### src/rtl/pci_target_params.svh
// PCI target core parameters
// Widths, commands and FSM codes
`ifndef PCI_TARGET_PARAMS_SVH
`define PCI_TARGET_PARAMS_SVH

// ==============================
// Bus widths
// ==============================
`define PCI_AD_W  32 // Multiplexed address/data
`define PCI_CBE_W 4  // Command in address phase, byte enables after

// ==============================
// Bus commands
// ==============================
// Only the four claimed commands, others are ignored
`define PCI_CMD_MEMRD 4'b0110 // Memory read
`define PCI_CMD_MEMWR 4'b0111 // Memory write
`define PCI_CMD_CFGRD 4'b1010 // Configuration read
`define PCI_CMD_CFGWR 4'b1011 // Configuration write

// ==============================
// Transaction FSM
// ==============================
`define PCI_ST_W     2
`define PCI_ST_IDLE  2'd0 // Waiting for an address phase
`define PCI_ST_TURN  2'd1 // Read turnaround, first fetch issued
`define PCI_ST_WRITE 2'd2 // Write data phases
`define PCI_ST_READ  2'd3 // Read data phases

// Memory address step per data phase, one dword
`define PCI_MEM_STEP 32'd4

`endif
### src/rtl/pci_target_pkg.sv
// PCI target shared types
`default_nettype none

`include "pci_target_params.svh"

package pci_target_pkg;

	// ==============================
	// Address phase word
	// ==============================
	// Configuration decode, MSB first
	// Type 0 carries device select via IDSEL, type 1 is routed by bus number
	typedef struct packed {
		logic [7:0] rsvd;     // Upper byte, unused
		logic [7:0] bus;      // Bus number
		logic [4:0] dev;      // Device number
		logic [2:0] func;     // Function number
		logic [5:0] dwnum;    // Register dword index
		logic [1:0] cfg_type; // 00 type 0, 01 type 1
	} pci_cfg_addr_s;

	// Same AD word seen as config fields or as a byte address
	typedef union packed {
		pci_cfg_addr_s        cfg; // Configuration cycles
		logic [`PCI_AD_W-1:0] mem; // Memory cycles
	} pci_addr_word_u;

endpackage

`default_nettype wire

### src/rtl/pci_target_top.sv
// PCI target core top level
`timescale 1ns/1ns
`default_nettype none

`include "pci_target_params.svh"

module pci_target_top (
	input  wire                  PCI_CLK,
	input  wire                  PCI_RSTn,
	// ==============================
	// PCI bus, pads outside
	// ==============================
	input  wire                  frame_n,
	input  wire                  irdy_n,
	input  wire                  idsel,
	input  wire [`PCI_CBE_W-1:0] cbe_n,
	input  wire [`PCI_AD_W-1:0]  ad_in,
	output wire                  devsel_n,
	output wire                  trdy_n,
	output wire [`PCI_AD_W-1:0]  ad_out,
	output wire                  ad_oe,
	// ==============================
	// Configuration space port
	// ==============================
	output wire                  cfg_read,
	output wire                  cfg_write,
	output wire [1:0]            cfg_type,
	output wire [5:0]            cfg_dwnum,
	output wire [2:0]            cfg_func,
	output wire [4:0]            cfg_dev,
	output wire [7:0]            cfg_bus,
	output wire [`PCI_CBE_W-1:0] cfg_cbe_n,
	output wire [`PCI_AD_W-1:0]  cfg_writedata,
	input  wire [`PCI_AD_W-1:0]  cfg_readdata,
	input  wire                  cfg_readdatavalid,
	// ==============================
	// Memory space port
	// ==============================
	output wire                  mem_read,
	output wire                  mem_write,
	output wire [`PCI_AD_W-1:0]  mem_addr,
	output wire [`PCI_CBE_W-1:0] mem_cbe_n,
	output wire [`PCI_AD_W-1:0]  mem_writedata,
	input  wire [`PCI_AD_W-1:0]  mem_readdata,
	input  wire                  mem_readdatavalid
);

	wire pci_target_pkg::pci_addr_word_u addr_word; // Live address phase decode
	wire req_latch;
	wire req_advance;
	wire req_is_cfg;
	wire read_phase;
	wire beat_done;
	wire read_is_cfg;
	wire beat_ready;

	// Byte enables and write data go straight through in the data phase
	assign cfg_cbe_n     = cbe_n;
	assign mem_cbe_n     = cbe_n;
	assign cfg_writedata = ad_in;
	assign mem_writedata = ad_in;

	pci_target_ctrl u_ctrl (
		.PCI_CLK(PCI_CLK), .PCI_RSTn(PCI_RSTn),
		.frame_n(frame_n), .irdy_n(irdy_n), .idsel(idsel), .cbe_n(cbe_n),
		.addr_word(addr_word), .beat_ready(beat_ready),
		.devsel_n(devsel_n), .trdy_n(trdy_n), .ad_oe(ad_oe),
		.req_latch(req_latch), .req_advance(req_advance), .req_is_cfg(req_is_cfg),
		.read_phase(read_phase), .beat_done(beat_done), .read_is_cfg(read_is_cfg),
		.cfg_read(cfg_read), .cfg_write(cfg_write),
		.mem_read(mem_read), .mem_write(mem_write)
	);

	pci_req_addr u_addr (
		.PCI_CLK(PCI_CLK), .PCI_RSTn(PCI_RSTn), .ad_in(ad_in),
		.req_latch(req_latch), .req_advance(req_advance), .req_is_cfg(req_is_cfg),
		.addr_word(addr_word),
		.cfg_type(cfg_type), .cfg_dwnum(cfg_dwnum), .cfg_func(cfg_func),
		.cfg_dev(cfg_dev), .cfg_bus(cfg_bus), .mem_addr(mem_addr)
	);

	pci_read_hold u_hold (
		.PCI_CLK(PCI_CLK), .PCI_RSTn(PCI_RSTn),
		.read_phase(read_phase), .read_is_cfg(read_is_cfg), .beat_done(beat_done),
		.cfg_readdata(cfg_readdata), .cfg_readdatavalid(cfg_readdatavalid),
		.mem_readdata(mem_readdata), .mem_readdatavalid(mem_readdatavalid),
		.beat_ready(beat_ready), .ad_out(ad_out)
	);

endmodule

`default_nettype wire

### src/rtl/pci_read_hold.sv
// PCI read data hold and AD output
`timescale 1ns/1ns
`default_nettype none

`include "pci_target_params.svh"

module pci_read_hold (
	input  wire                  PCI_CLK,
	input  wire                  PCI_RSTn,
	input  wire                  read_phase,  // FSM in read data state
	input  wire                  read_is_cfg, // Select config return path
	input  wire                  beat_done,   // IRDY and TRDY both low
	input  wire [`PCI_AD_W-1:0]  cfg_readdata,
	input  wire                  cfg_readdatavalid,
	input  wire [`PCI_AD_W-1:0]  mem_readdata,
	input  wire                  mem_readdatavalid,
	output logic                 beat_ready,
	output logic [`PCI_AD_W-1:0] ad_out
);

	logic [`PCI_AD_W-1:0] live_data;
	logic                 live_valid;
	logic [`PCI_AD_W-1:0] held_data;
	logic                 held_valid;
	logic                 capture;

	// ==============================
	// Live return path
	// ==============================
	// Only one space is active per transaction
	assign live_data  = read_is_cfg ? cfg_readdata : mem_readdata;
	assign live_valid = read_is_cfg ? cfg_readdatavalid : mem_readdatavalid;

	// Data arrived but the initiator is not ready yet
	assign capture = read_phase & live_valid & ~beat_done & ~held_valid;

	// ==============================
	// Hold register
	// ==============================
	always_ff @(posedge PCI_CLK or negedge PCI_RSTn) begin
		if (!PCI_RSTn)
			held_valid <= 1'b0;
		else if (beat_done)
			held_valid <= 1'b0; // Beat taken, free for the next one
		else if (capture)
			held_valid <= 1'b1;
	end

	always_ff @(posedge PCI_CLK) begin
		if (capture)
			held_data <= live_data;
	end

	// ==============================
	// Outputs
	// ==============================
	assign beat_ready = held_valid | live_valid;

	// Held copy wins, downstream valid is only a pulse
	assign ad_out = held_valid ? held_data : live_data;

endmodule

`default_nettype wire

### src/rtl/pci_req_addr.sv
// PCI request address register
`timescale 1ns/1ns
`default_nettype none

`include "pci_target_params.svh"

module pci_req_addr (
	input  wire                               PCI_CLK,
	input  wire                               PCI_RSTn,
	input  wire [`PCI_AD_W-1:0]               ad_in,
	input  wire                               req_latch,   // Address phase
	input  wire                               req_advance, // Next beat of a burst
	input  wire                               req_is_cfg,  // Step dword number, not bytes
	output pci_target_pkg::pci_addr_word_u    addr_word,   // Live decode for the claim
	output logic [1:0]                        cfg_type,
	output logic [5:0]                        cfg_dwnum,
	output logic [2:0]                        cfg_func,
	output logic [4:0]                        cfg_dev,
	output logic [7:0]                        cfg_bus,
	output logic [`PCI_AD_W-1:0]              mem_addr
);

	pci_target_pkg::pci_addr_word_u addr_q; // Stored address phase word

	// Controller decodes the word still on the bus
	assign addr_word = ad_in;

	// ==============================
	// Latch and burst advance
	// ==============================
	always_ff @(posedge PCI_CLK or negedge PCI_RSTn) begin
		if (!PCI_RSTn) begin
			addr_q <= '0;
		end else if (req_latch) begin
			addr_q <= ad_in;
		end else if (req_advance) begin
			if (req_is_cfg)
				addr_q.cfg.dwnum <= addr_q.cfg.dwnum + 6'd1; // Wraps inside the function
			else
				addr_q.mem <= addr_q.mem + `PCI_MEM_STEP;
		end
	end

	// ==============================
	// Downstream views
	// ==============================
	assign cfg_type  = addr_q.cfg.cfg_type;
	assign cfg_dwnum = addr_q.cfg.dwnum;
	assign cfg_func  = addr_q.cfg.func;
	assign cfg_dev   = addr_q.cfg.dev;
	assign cfg_bus   = addr_q.cfg.bus;
	assign mem_addr  = addr_q.mem; // Byte address, low bits as given by the initiator

endmodule

`default_nettype wire

### src/rtl/pci_target_ctrl.sv
// PCI target transaction control
// Claim decode, FSM and handshake
`timescale 1ns/1ns
`default_nettype none

`include "pci_target_params.svh"

module pci_target_ctrl (
	input  wire                              PCI_CLK,
	input  wire                              PCI_RSTn,
	// Bus side
	input  wire                              frame_n,
	input  wire                              irdy_n,
	input  wire                              idsel,
	input  wire [`PCI_CBE_W-1:0]             cbe_n,
	input  wire pci_target_pkg::pci_addr_word_u addr_word, // Live AD decode
	input  wire                              beat_ready,  // Read data available
	output logic                             devsel_n,
	output logic                             trdy_n,
	output logic                             ad_oe,
	// Address register control
	output logic                             req_latch,
	output logic                             req_advance,
	output logic                             req_is_cfg,
	// Read hold control
	output logic                             read_phase,
	output logic                             beat_done,
	output logic                             read_is_cfg,
	// Downstream strobes
	output logic                             cfg_read,
	output logic                             cfg_write,
	output logic                             mem_read,
	output logic                             mem_write
);

	logic [`PCI_ST_W-1:0]  state;
	logic [`PCI_ST_W-1:0]  next_state;
	logic [`PCI_CBE_W-1:0] cmd;       // Command of the claimed transaction
	logic                  frame_q;   // frame_n one cycle back
	logic                  frame_start;
	logic                  cfg_hit;
	logic                  cmd_is_cfg;
	logic                  cmd_is_read;
	logic                  cmd_is_write;

	// ==============================
	// Decode
	// ==============================
	assign frame_start = frame_q & ~frame_n; // Address phase only on the falling edge

	// Type 0 needs IDSEL, type 1 is taken regardless
	assign cfg_hit = ((addr_word.cfg.cfg_type == 2'b00) && idsel) ||
	                 (addr_word.cfg.cfg_type == 2'b01);

	assign cmd_is_cfg   = (cmd == `PCI_CMD_CFGRD) || (cmd == `PCI_CMD_CFGWR);
	assign cmd_is_read  = (cmd == `PCI_CMD_CFGRD) || (cmd == `PCI_CMD_MEMRD);
	assign cmd_is_write = (cmd == `PCI_CMD_CFGWR) || (cmd == `PCI_CMD_MEMWR);

	// ==============================
	// Handshake lines
	// ==============================
	assign devsel_n    = (state == `PCI_ST_IDLE); // Held for the whole claimed transaction
	assign read_phase  = (state == `PCI_ST_READ);
	assign ad_oe       = read_phase; // Turnaround cycle leaves AD undriven
	assign req_is_cfg  = cmd_is_cfg;
	assign read_is_cfg = (cmd == `PCI_CMD_CFGRD);

	always_comb begin
		case (state)
			`PCI_ST_WRITE: trdy_n = 1'b0;        // Writes never wait
			`PCI_ST_READ:  trdy_n = ~beat_ready; // Wait for downstream data
			default:       trdy_n = 1'b1;
		endcase
	end

	assign beat_done = ~irdy_n & ~trdy_n; // Data phase completes

	// ==============================
	// Next state and strobes
	// ==============================
	always_comb begin
		next_state  = state;
		req_latch   = 1'b0;
		req_advance = 1'b0;
		cfg_read    = 1'b0;
		cfg_write   = 1'b0;
		mem_read    = 1'b0;
		mem_write   = 1'b0;
		case (state)
			`PCI_ST_IDLE: begin
				if (frame_start) begin
					req_latch = 1'b1; // Address and command taken on every start
					case (cbe_n)
						`PCI_CMD_CFGRD: if (cfg_hit) next_state = `PCI_ST_TURN;
						`PCI_CMD_CFGWR: if (cfg_hit) next_state = `PCI_ST_WRITE;
						`PCI_CMD_MEMRD: next_state = `PCI_ST_TURN;
						`PCI_CMD_MEMWR: next_state = `PCI_ST_WRITE;
						default:        next_state = `PCI_ST_IDLE; // Not ours
					endcase
				end
			end
			`PCI_ST_TURN: begin
				if (cmd_is_read) begin
					cfg_read    = cmd_is_cfg;  // First fetch
					mem_read    = ~cmd_is_cfg;
					req_advance = ~frame_n;    // Burst, point at the next dword
					next_state  = `PCI_ST_READ;
				end else begin
					next_state = `PCI_ST_IDLE;
				end
			end
			`PCI_ST_WRITE: begin
				if (!cmd_is_write) begin
					next_state = `PCI_ST_IDLE;
				end else if (beat_done) begin
					cfg_write = cmd_is_cfg;
					mem_write = ~cmd_is_cfg;
					if (frame_n)
						next_state = `PCI_ST_IDLE; // Last data phase
					else
						req_advance = 1'b1;
				end
			end
			`PCI_ST_READ: begin
				if (!cmd_is_read) begin
					next_state = `PCI_ST_IDLE;
				end else if (beat_done) begin
					if (frame_n) begin
						next_state = `PCI_ST_IDLE;
					end else begin
						// Fetch the following beat at the already advanced address
						cfg_read    = cmd_is_cfg;
						mem_read    = ~cmd_is_cfg;
						req_advance = 1'b1;
					end
				end
			end
			default: next_state = `PCI_ST_IDLE;
		endcase
	end

	// ==============================
	// State registers
	// ==============================
	always_ff @(posedge PCI_CLK or negedge PCI_RSTn) begin
		if (!PCI_RSTn) begin
			state   <= `PCI_ST_IDLE;
			cmd     <= '0;
			frame_q <= 1'b1; // Bus idle
		end else begin
			state   <= next_state;
			frame_q <= frame_n;
			if (req_latch)
				cmd <= cbe_n; // Keep the command for the data phases
		end
	end

endmodule

`default_nettype wire

### config.mk
export PLATFORM = sky130hd
export DESIGN_NAME = pci_target_top
export DESIGN_NICKNAME = d
export VERILOG_FILES = /design/src/rtl/pci_target_pkg.sv /design/src/rtl/pci_target_top.sv /design/src/rtl/pci_read_hold.sv /design/src/rtl/pci_req_addr.sv /design/src/rtl/pci_target_ctrl.sv
export VERILOG_INCLUDE_DIRS = /design/src /design/src/rtl
export SDC_FILE = /design/constraint.sdc
export NUM_CORES = 1
export LEC_CHECK = 0
export BUFFER_PORTS_ARGS = -buffer_cell sky130_fd_sc_hd__buf_4
export CORE_MARGIN = 8
export CORE_UTILIZATION = 25
export CTS_CLUSTER_SIZE = 20
export DETAILED_ROUTE_END_ITERATION = 10
export PLACE_DENSITY = 0.46
export SYNTH_ARGS = -nofsm -noshare
export SYNTH_HDL_FRONTEND = slang
export SYNTH_SLANG_ARGS = --single-unit
### constraint.sdc
create_clock -name PCI_CLK -period 9.2 [get_ports PCI_CLK]
set_input_delay 0.92 -clock PCI_CLK [delete_from_list [all_inputs] [get_ports PCI_CLK]]
set_output_delay 0.92 -clock PCI_CLK [all_outputs]
set_load 0.02 [all_outputs]
==> After elaboration in Yosys (flattened, before gate mapping) <==
Index checks and enable logic that the tools add are counted.
{ "op_classes": {"add_sub_neg": 2, "n_eq_ne": 16, "n_mux": 45, "n_bitwise": 13, "n_reduce_logical": 11} }
{ "ops": {"columns": ["operator", "count"], "rows": [
  ["32-bit two-way mux", 4],
  ["32-bit by 3-bit adder with 32-bit output, second input constant", 1],
  ["1-bit two-way mux", 24],
  ["24-bit two-way mux", 1],
  ["2-bit two-way mux", 9],
  ["4-bit by 3-bit equality test with 1-bit output, second input constant", 4],
  ["4-bit equality test, second input constant", 4],
  ["2-bit case mux with 4 select lines", 2],
  ["1-bit NOT", 7],
  ["6-bit by 1-bit adder with 6-bit output, second input constant", 1],
  ["6-bit two-way mux", 1],
  ["3-bit by 2-bit inequality test with 1-bit output, second input constant", 2],
  ["1-bit case mux with 2 select lines", 3],
  ["1-bit AND", 5],
  ["2-bit by 1-bit equality test with 1-bit output, second input constant", 2],
  ["2-bit equality test, second input constant", 2],
  ["2-bit zero test", 2],
  ["1-bit logical OR", 4],
  ["2-bit nonzero test", 2],
  ["1-bit case mux with 3 select lines", 1],
  ["3-bit AND reduction", 1],
  ["2-bit by 1-bit inequality test with 1-bit output, second input constant", 1],
  ["2-bit inequality test, second input constant", 1],
  ["2-bit AND reduction", 1],
  ["other kinds (2)", 2]
]} }
{ "word_totals": {"ff_bits": 72, "input_bits": 107, "output_inout_bits": 167, "wordCells": 94} }

==> Longest topological paths before layout <==
{ "depth": {"depth_word": 12, "ltp_mapped": 8} }

==> Modules after synthesis <==
Synthesis repeated with hierarchy kept, for this count alone.
{ "hier_totals": {"hier_cells": 501, "hier_area_um2": 5408.9} }
{ "by_module_without_submodules": {"columns": ["mod", "n_inst", "cells_each", "area_each_um2"], "rows": [
  ["pci_req_addr", 1, 267, 2306.0],
  ["pci_read_hold", 1, 110, 2049.5],
  ["pci_target_top", 1, 72, 540.5],
  ["pci_target_ctrl", 1, 52, 513.0]
]} }

==> Worst setup path after synthesis <==
Ideal clock, no wire load.
{ "synth_path": {"kind": "input-to-reg", "startpoint": "input port mem_readdatavalid", "endpoint": "register u_hold.held_data[0], enable pin", "arrival_ns": 4.431, "slack_ns": 4.268, "cell_stages": 4, "path_cell_list": "nor2_1 -> mux2_4 -> a211oi_1 -> nor4_1"} }
{ "synth_via": {"elab_chain_len": 9, "elab_cells_between_ends": 10, "cone_classes": "mux (2); bitwise (8)"} }
{ "synth_lines": {"columns": ["element", "line", "rtl"], "rows": [
  ["start, declared", "pci_target_top.sv:45", "input wire mem_readdatavalid"],
  ["1-bit two-way mux *", "pci_read_hold.sv:32", "assign live_valid = read_is_cfg ? cfg_readdatavalid : mem_readdatavalid;"],
  ["1-bit OR", "pci_read_hold.sv:57", "assign beat_ready = held_valid | live_valid;"],
  ["1-bit NOT", "pci_target_ctrl.sv:71", "`PCI_ST_READ: trdy_n = ~beat_ready;"],
  ["1-bit case mux with 2 select lines", "pci_target_ctrl.sv:69", "case (state)"],
  ["1-bit NOT", "pci_target_ctrl.sv:76", "assign beat_done = ~irdy_n & ~trdy_n;"],
  ["1-bit AND", "pci_target_ctrl.sv:76", null],
  ["1-bit NOT", "pci_read_hold.sv:35", "assign capture = read_phase & live_valid & ~beat_done & ~held_valid;"],
  ["1-bit AND * (2 in series)", "pci_read_hold.sv:35", null],
  ["net u_hold.capture", "pci_read_hold.sv:25", "logic capture;"],
  ["end signal, assigned", "pci_read_hold.sv:51", "held_data <= live_data;"],
  ["end, declared", "pci_read_hold.sv:23", "logic [`PCI_AD_W-1:0] held_data;"]
]} }
The timed path passes the listed nets; every way through them passes the cells marked *.
A chain may end at the register's enable or synchronous reset.

==> Worst setup path after layout <==
{ "layout_path": {"startpoint": "register u_ctrl.cmd[0]", "endpoint": "output port mem_read"} }
{ "layout_via": {"elab_chain_len": 10, "elab_cells_between_ends": 17, "cone_classes": "eq/ne (3); mux (7); bitwise (5); reduce/logical (2)"} }
{ "layout_lines": {"columns": ["element", "line", "rtl"], "rows": [
  ["start, declared", "pci_target_ctrl.sv:38", "logic [`PCI_CBE_W-1:0] cmd;"],
  ["start signal, assigned", "pci_target_ctrl.sv:154", "cmd <= cbe_n;"],
  ["4-bit equality test (no line)", null, null],
  ["1-bit two-way mux", "pci_read_hold.sv:32", null],
  ["1-bit OR", "pci_read_hold.sv:57", null],
  ["1-bit NOT", "pci_target_ctrl.sv:71", null],
  ["1-bit case mux with 2 select lines", "pci_target_ctrl.sv:69", null],
  ["1-bit NOT", "pci_target_ctrl.sv:76", null],
  ["1-bit AND", "pci_target_ctrl.sv:76", null],
  ["1-bit two-way mux", "pci_target_ctrl.sv:127", "end else if (beat_done) begin"],
  ["1-bit two-way mux", "pci_target_ctrl.sv:125", "if (!cmd_is_read) begin"],
  ["1-bit case mux with 2 select lines *", "pci_target_ctrl.sv:89", "case (state)"],
  ["end, declared", "pci_target_top.sv:39", "output wire mem_read,"]
]} }
Mark *: on every way between the ends. The rest lies on a longest branch, timed or not.

==> impl_metrics.env <==
export IMPL_status="finished, final reports clean"
export IMPL_antenna_found_initial=0
export IMPL_io_pins=274
export IMPL_synth_warnings=0
export IMPL_grt_max_degree=64
export IMPL_numCtsBuffers=9
export IMPL_place_congestion=0.830
export IMPL_drt_iter0_markers=166
export IMPL_rsz0062_at_grt="no"
export IMPL_hold_ws_ns=0.527
export IMPL_cts_path_max_buffers=2
export IMPL_final_hold_violation_count=0
export IMPL_clk_pin_slew_worst_paths_ns=0.06
export IMPL_tightest_slew_ns=0.700
export IMPL_grt_first_pass_wirelength_um=24700
export IMPL_cts_resized=0
export IMPL_routed_via_density=4.67
export IMPL_final_common_cell="buf_4"
export IMPL_ant_nets=0
export IMPL_critical_path_class="reg -> out"
export IMPL_layout_cells_non_filler=941
export IMPL_setup_worst_path_start_class="flop"
export IMPL_hold_path_class="reg -> reg"
export IMPL_grt_use_total=0.127
export IMPL_critPathArrivalTime_ns=2.98
export IMPL_die_w_um=157
export IMPL_crit_path_start="u_ctrl.cmd[0]"
export IMPL_synth_area_mm2=0.00495
export IMPL_synth_largest_area_cell="dfrtp_1"
export IMPL_post_cts_buffers=0
export IMPL_rr_endpoint="u_hold.held_data[6]"
export IMPL_h_tree_depth=3
export IMPL_tns_ns=0
export IMPL_r2r_cells=6
export IMPL_synth_top_area_share=0.197
export IMPL_synth_seq_cells=72
export IMPL_dp_slack_ns=5.64
export IMPL_rows=51
export IMPL_first_pass_iters=4
export IMPL_routed_wl_um=16400
export IMPL_fin_nets=779
export IMPL_async_flop_share=0.556
export IMPL_root_buffer="clkbuf_16"
export IMPL_core_area_mm2=0.0195
export IMPL_drive_gt1_frac=0.536
export IMPL_hpwl_um=12800
export IMPL_synthesis_nets=610
export IMPL_post_route_period_util=0.424
export IMPL_clk_latency_ns=0.33
export IMPL_placedCellCount=925
export IMPL_min_from="u_addr.mem_addr[0]"
export IMPL_rr_startpoint="u_ctrl.cmd[0]"
export IMPL_cp_max_fo=34
export IMPL_relSlewSlack=0.533
export IMPL_grt_overflow=0
export IMPL_cts_tree="yes"
export IMPL_area_growth_pct=37.8
export IMPL_powerDensity_mw_per_mm2=177
export IMPL_cts_sinks=72
export IMPL_synth_yosys_seq_area_share=0.397
export IMPL_synth_edf_count=32
export IMPL_finalPower_mw=1.20
export IMPL_syn_inst=502
export IMPL_synth_flop_cell="dfrtp_1"
export IMPL_vias=4390
export IMPL_end_kind="output pin"
export IMPL_rrSetupSlack_ns=6.48
export IMPL_initial_core_util=0.254
export IMPL_grt_pass1_vias=4574
export IMPL_syn_avg_cell_area_um2=9.86
export IMPL_endpoint="mem_read"
export IMPL_maxSlewViolCount=0
export IMPL_power_leakage_nw=2.92
export IMPL_port_buffers=273
export IMPL_antenna_cells=0
export IMPL_fin_worst_skew_ns=0.00807
export IMPL_holdBufCountCts=0
export IMPL_fmax_mhz=256
export IMPL_die_y_um=157
export IMPL_vdd_ir_drop_max_mv=0.0761
export IMPL_cap_violations=0
export IMPL_drc=0
export IMPL_layout_common_cells="buf_4 (277), mux2_2 (64), nand2_1 (45)"
export IMPL_setup_viol=0
export IMPL_yosysUniqueCellTypes=50
export IMPL_avgRoutedWirePerCell_um=17.5
export IMPL_setup_slack_ns=5.30
export IMPL_min_period_ns=3.90
export IMPL_dieArea_mm2=0.0245
export IMPL_required_ns=8.28
export IMPL_synthTopCellsByArea="dfrtp_1 (20%), edfxtp_1 (19%), buf_4 (15%)"
-- sequential cells by signal, indices dropped and copies added (netlist names) --
register	cells
u_addr.mem_addr	32
u_ctrl.cmd	4
u_ctrl.frame_q	1
u_ctrl.state	2
u_hold.held_data	32
u_hold.held_valid	1
-- synth_stat cells (3+ instances only) --
cell type	n
nor3_1	3
buf_4	96
dfrtp_1	39
mux2_2	64
a211oi_1	3
nand4_1	7
o21ai_0	9
nor4_1	3
a31oi_1	22
o31ai_1	18
buf_6	3
nand2_1	45
o211ai_1	4
or3_1	6
clkbuf_1	16
a21oi_1	3
and3_1	4
buf_2	3
nand3b_1	3
inv_1	10
nand3_1	16
edfxtp_1	32
xor2_1	4
or4_1	20
nor2_1	39
-- cells by family after synthesis --
| kind of cell | Yosys count | synth area share |
|---|---|---|
| AOI/OAI and AO/OA | 72 | 0.104 |
| xor gates and xnor gates | 4 | 0.00708 |
| adders and majority gates | 1 | 0.00253 |
| buffers and inverters | 129 | 0.176 |
| DFF | 72 | 0.397 |
| muxes | 67 | 0.153 |
| and+or+nand+nor | 157 | 0.160 |
-- layout make-up --
| cell class | instances | area (µm²) |
|---|---|---|
| Clock buffer | 12 | 236 |
| Clock inverter | 4 | 45.0 |
| Fill cell | 2018 | 12600 |
| Inverter | 10 | 37.5 |
| Multi-Input combinational cell | 301 | 2120 |
| Sequential cell | 72 | 1960 |
| Tap cell | 265 | 332 |
| Timing Repair Buffer | 277 | 2080 |
-- per-layer routing --
layer  GRT usage  wire length [µm]  share of wire
met5           0                 0              0
met4      0.0481               244          0.015
met3      0.0411              1410          0.086
met2       0.202              7710           0.47
met1       0.157              7080           0.43
-- per-stage QoR --
step            util  instance area, µm²
2_1_floorplan      -                4950
3_3_place_gp   0.336                6540
3_5_place_dp   0.336                6540
4_1_cts        0.350                6820
5_1_grt        0.350                6820
6_report       0.350                6820
-- where the power goes --
| part | internal [mW] | switching (mW) |
|---|---|---|
| sequential | 0.366 | 0.0476 |
| combinational | 0.206 | 0.245 |
| clock | 0.209 | 0.131 |
| total | 0.781 | 0.424 |
-- worst max-delay path, stage by stage, from the launching register on --
cell and delay (ns):
dfrtp_1 0.43, and4bb_1 0.28, buf_4 0.37, mux2_4 0.38, a211oi_1 0.57, nand2_1 0.15
a211oi_1 0.27, buf_4 0.18
-- how the worst min path moves through the flow --
stage	to	slack [ns]	depth (start not counted)
5_1_grt	u_addr.mem_addr[0]	0.56	2
4_1_cts	u_addr.mem_addr[0]	0.54	2
6_report	u_addr.mem_addr[0]	0.53	2
3_3_place_gp	u_addr.mem_addr[0]	0.50	2
2_1_floorplan	u_ctrl.cmd[2]	0.51	2
3_5_place_dp	u_addr.mem_addr[0]	0.51	2
Power figures use the tool's default switching activity.
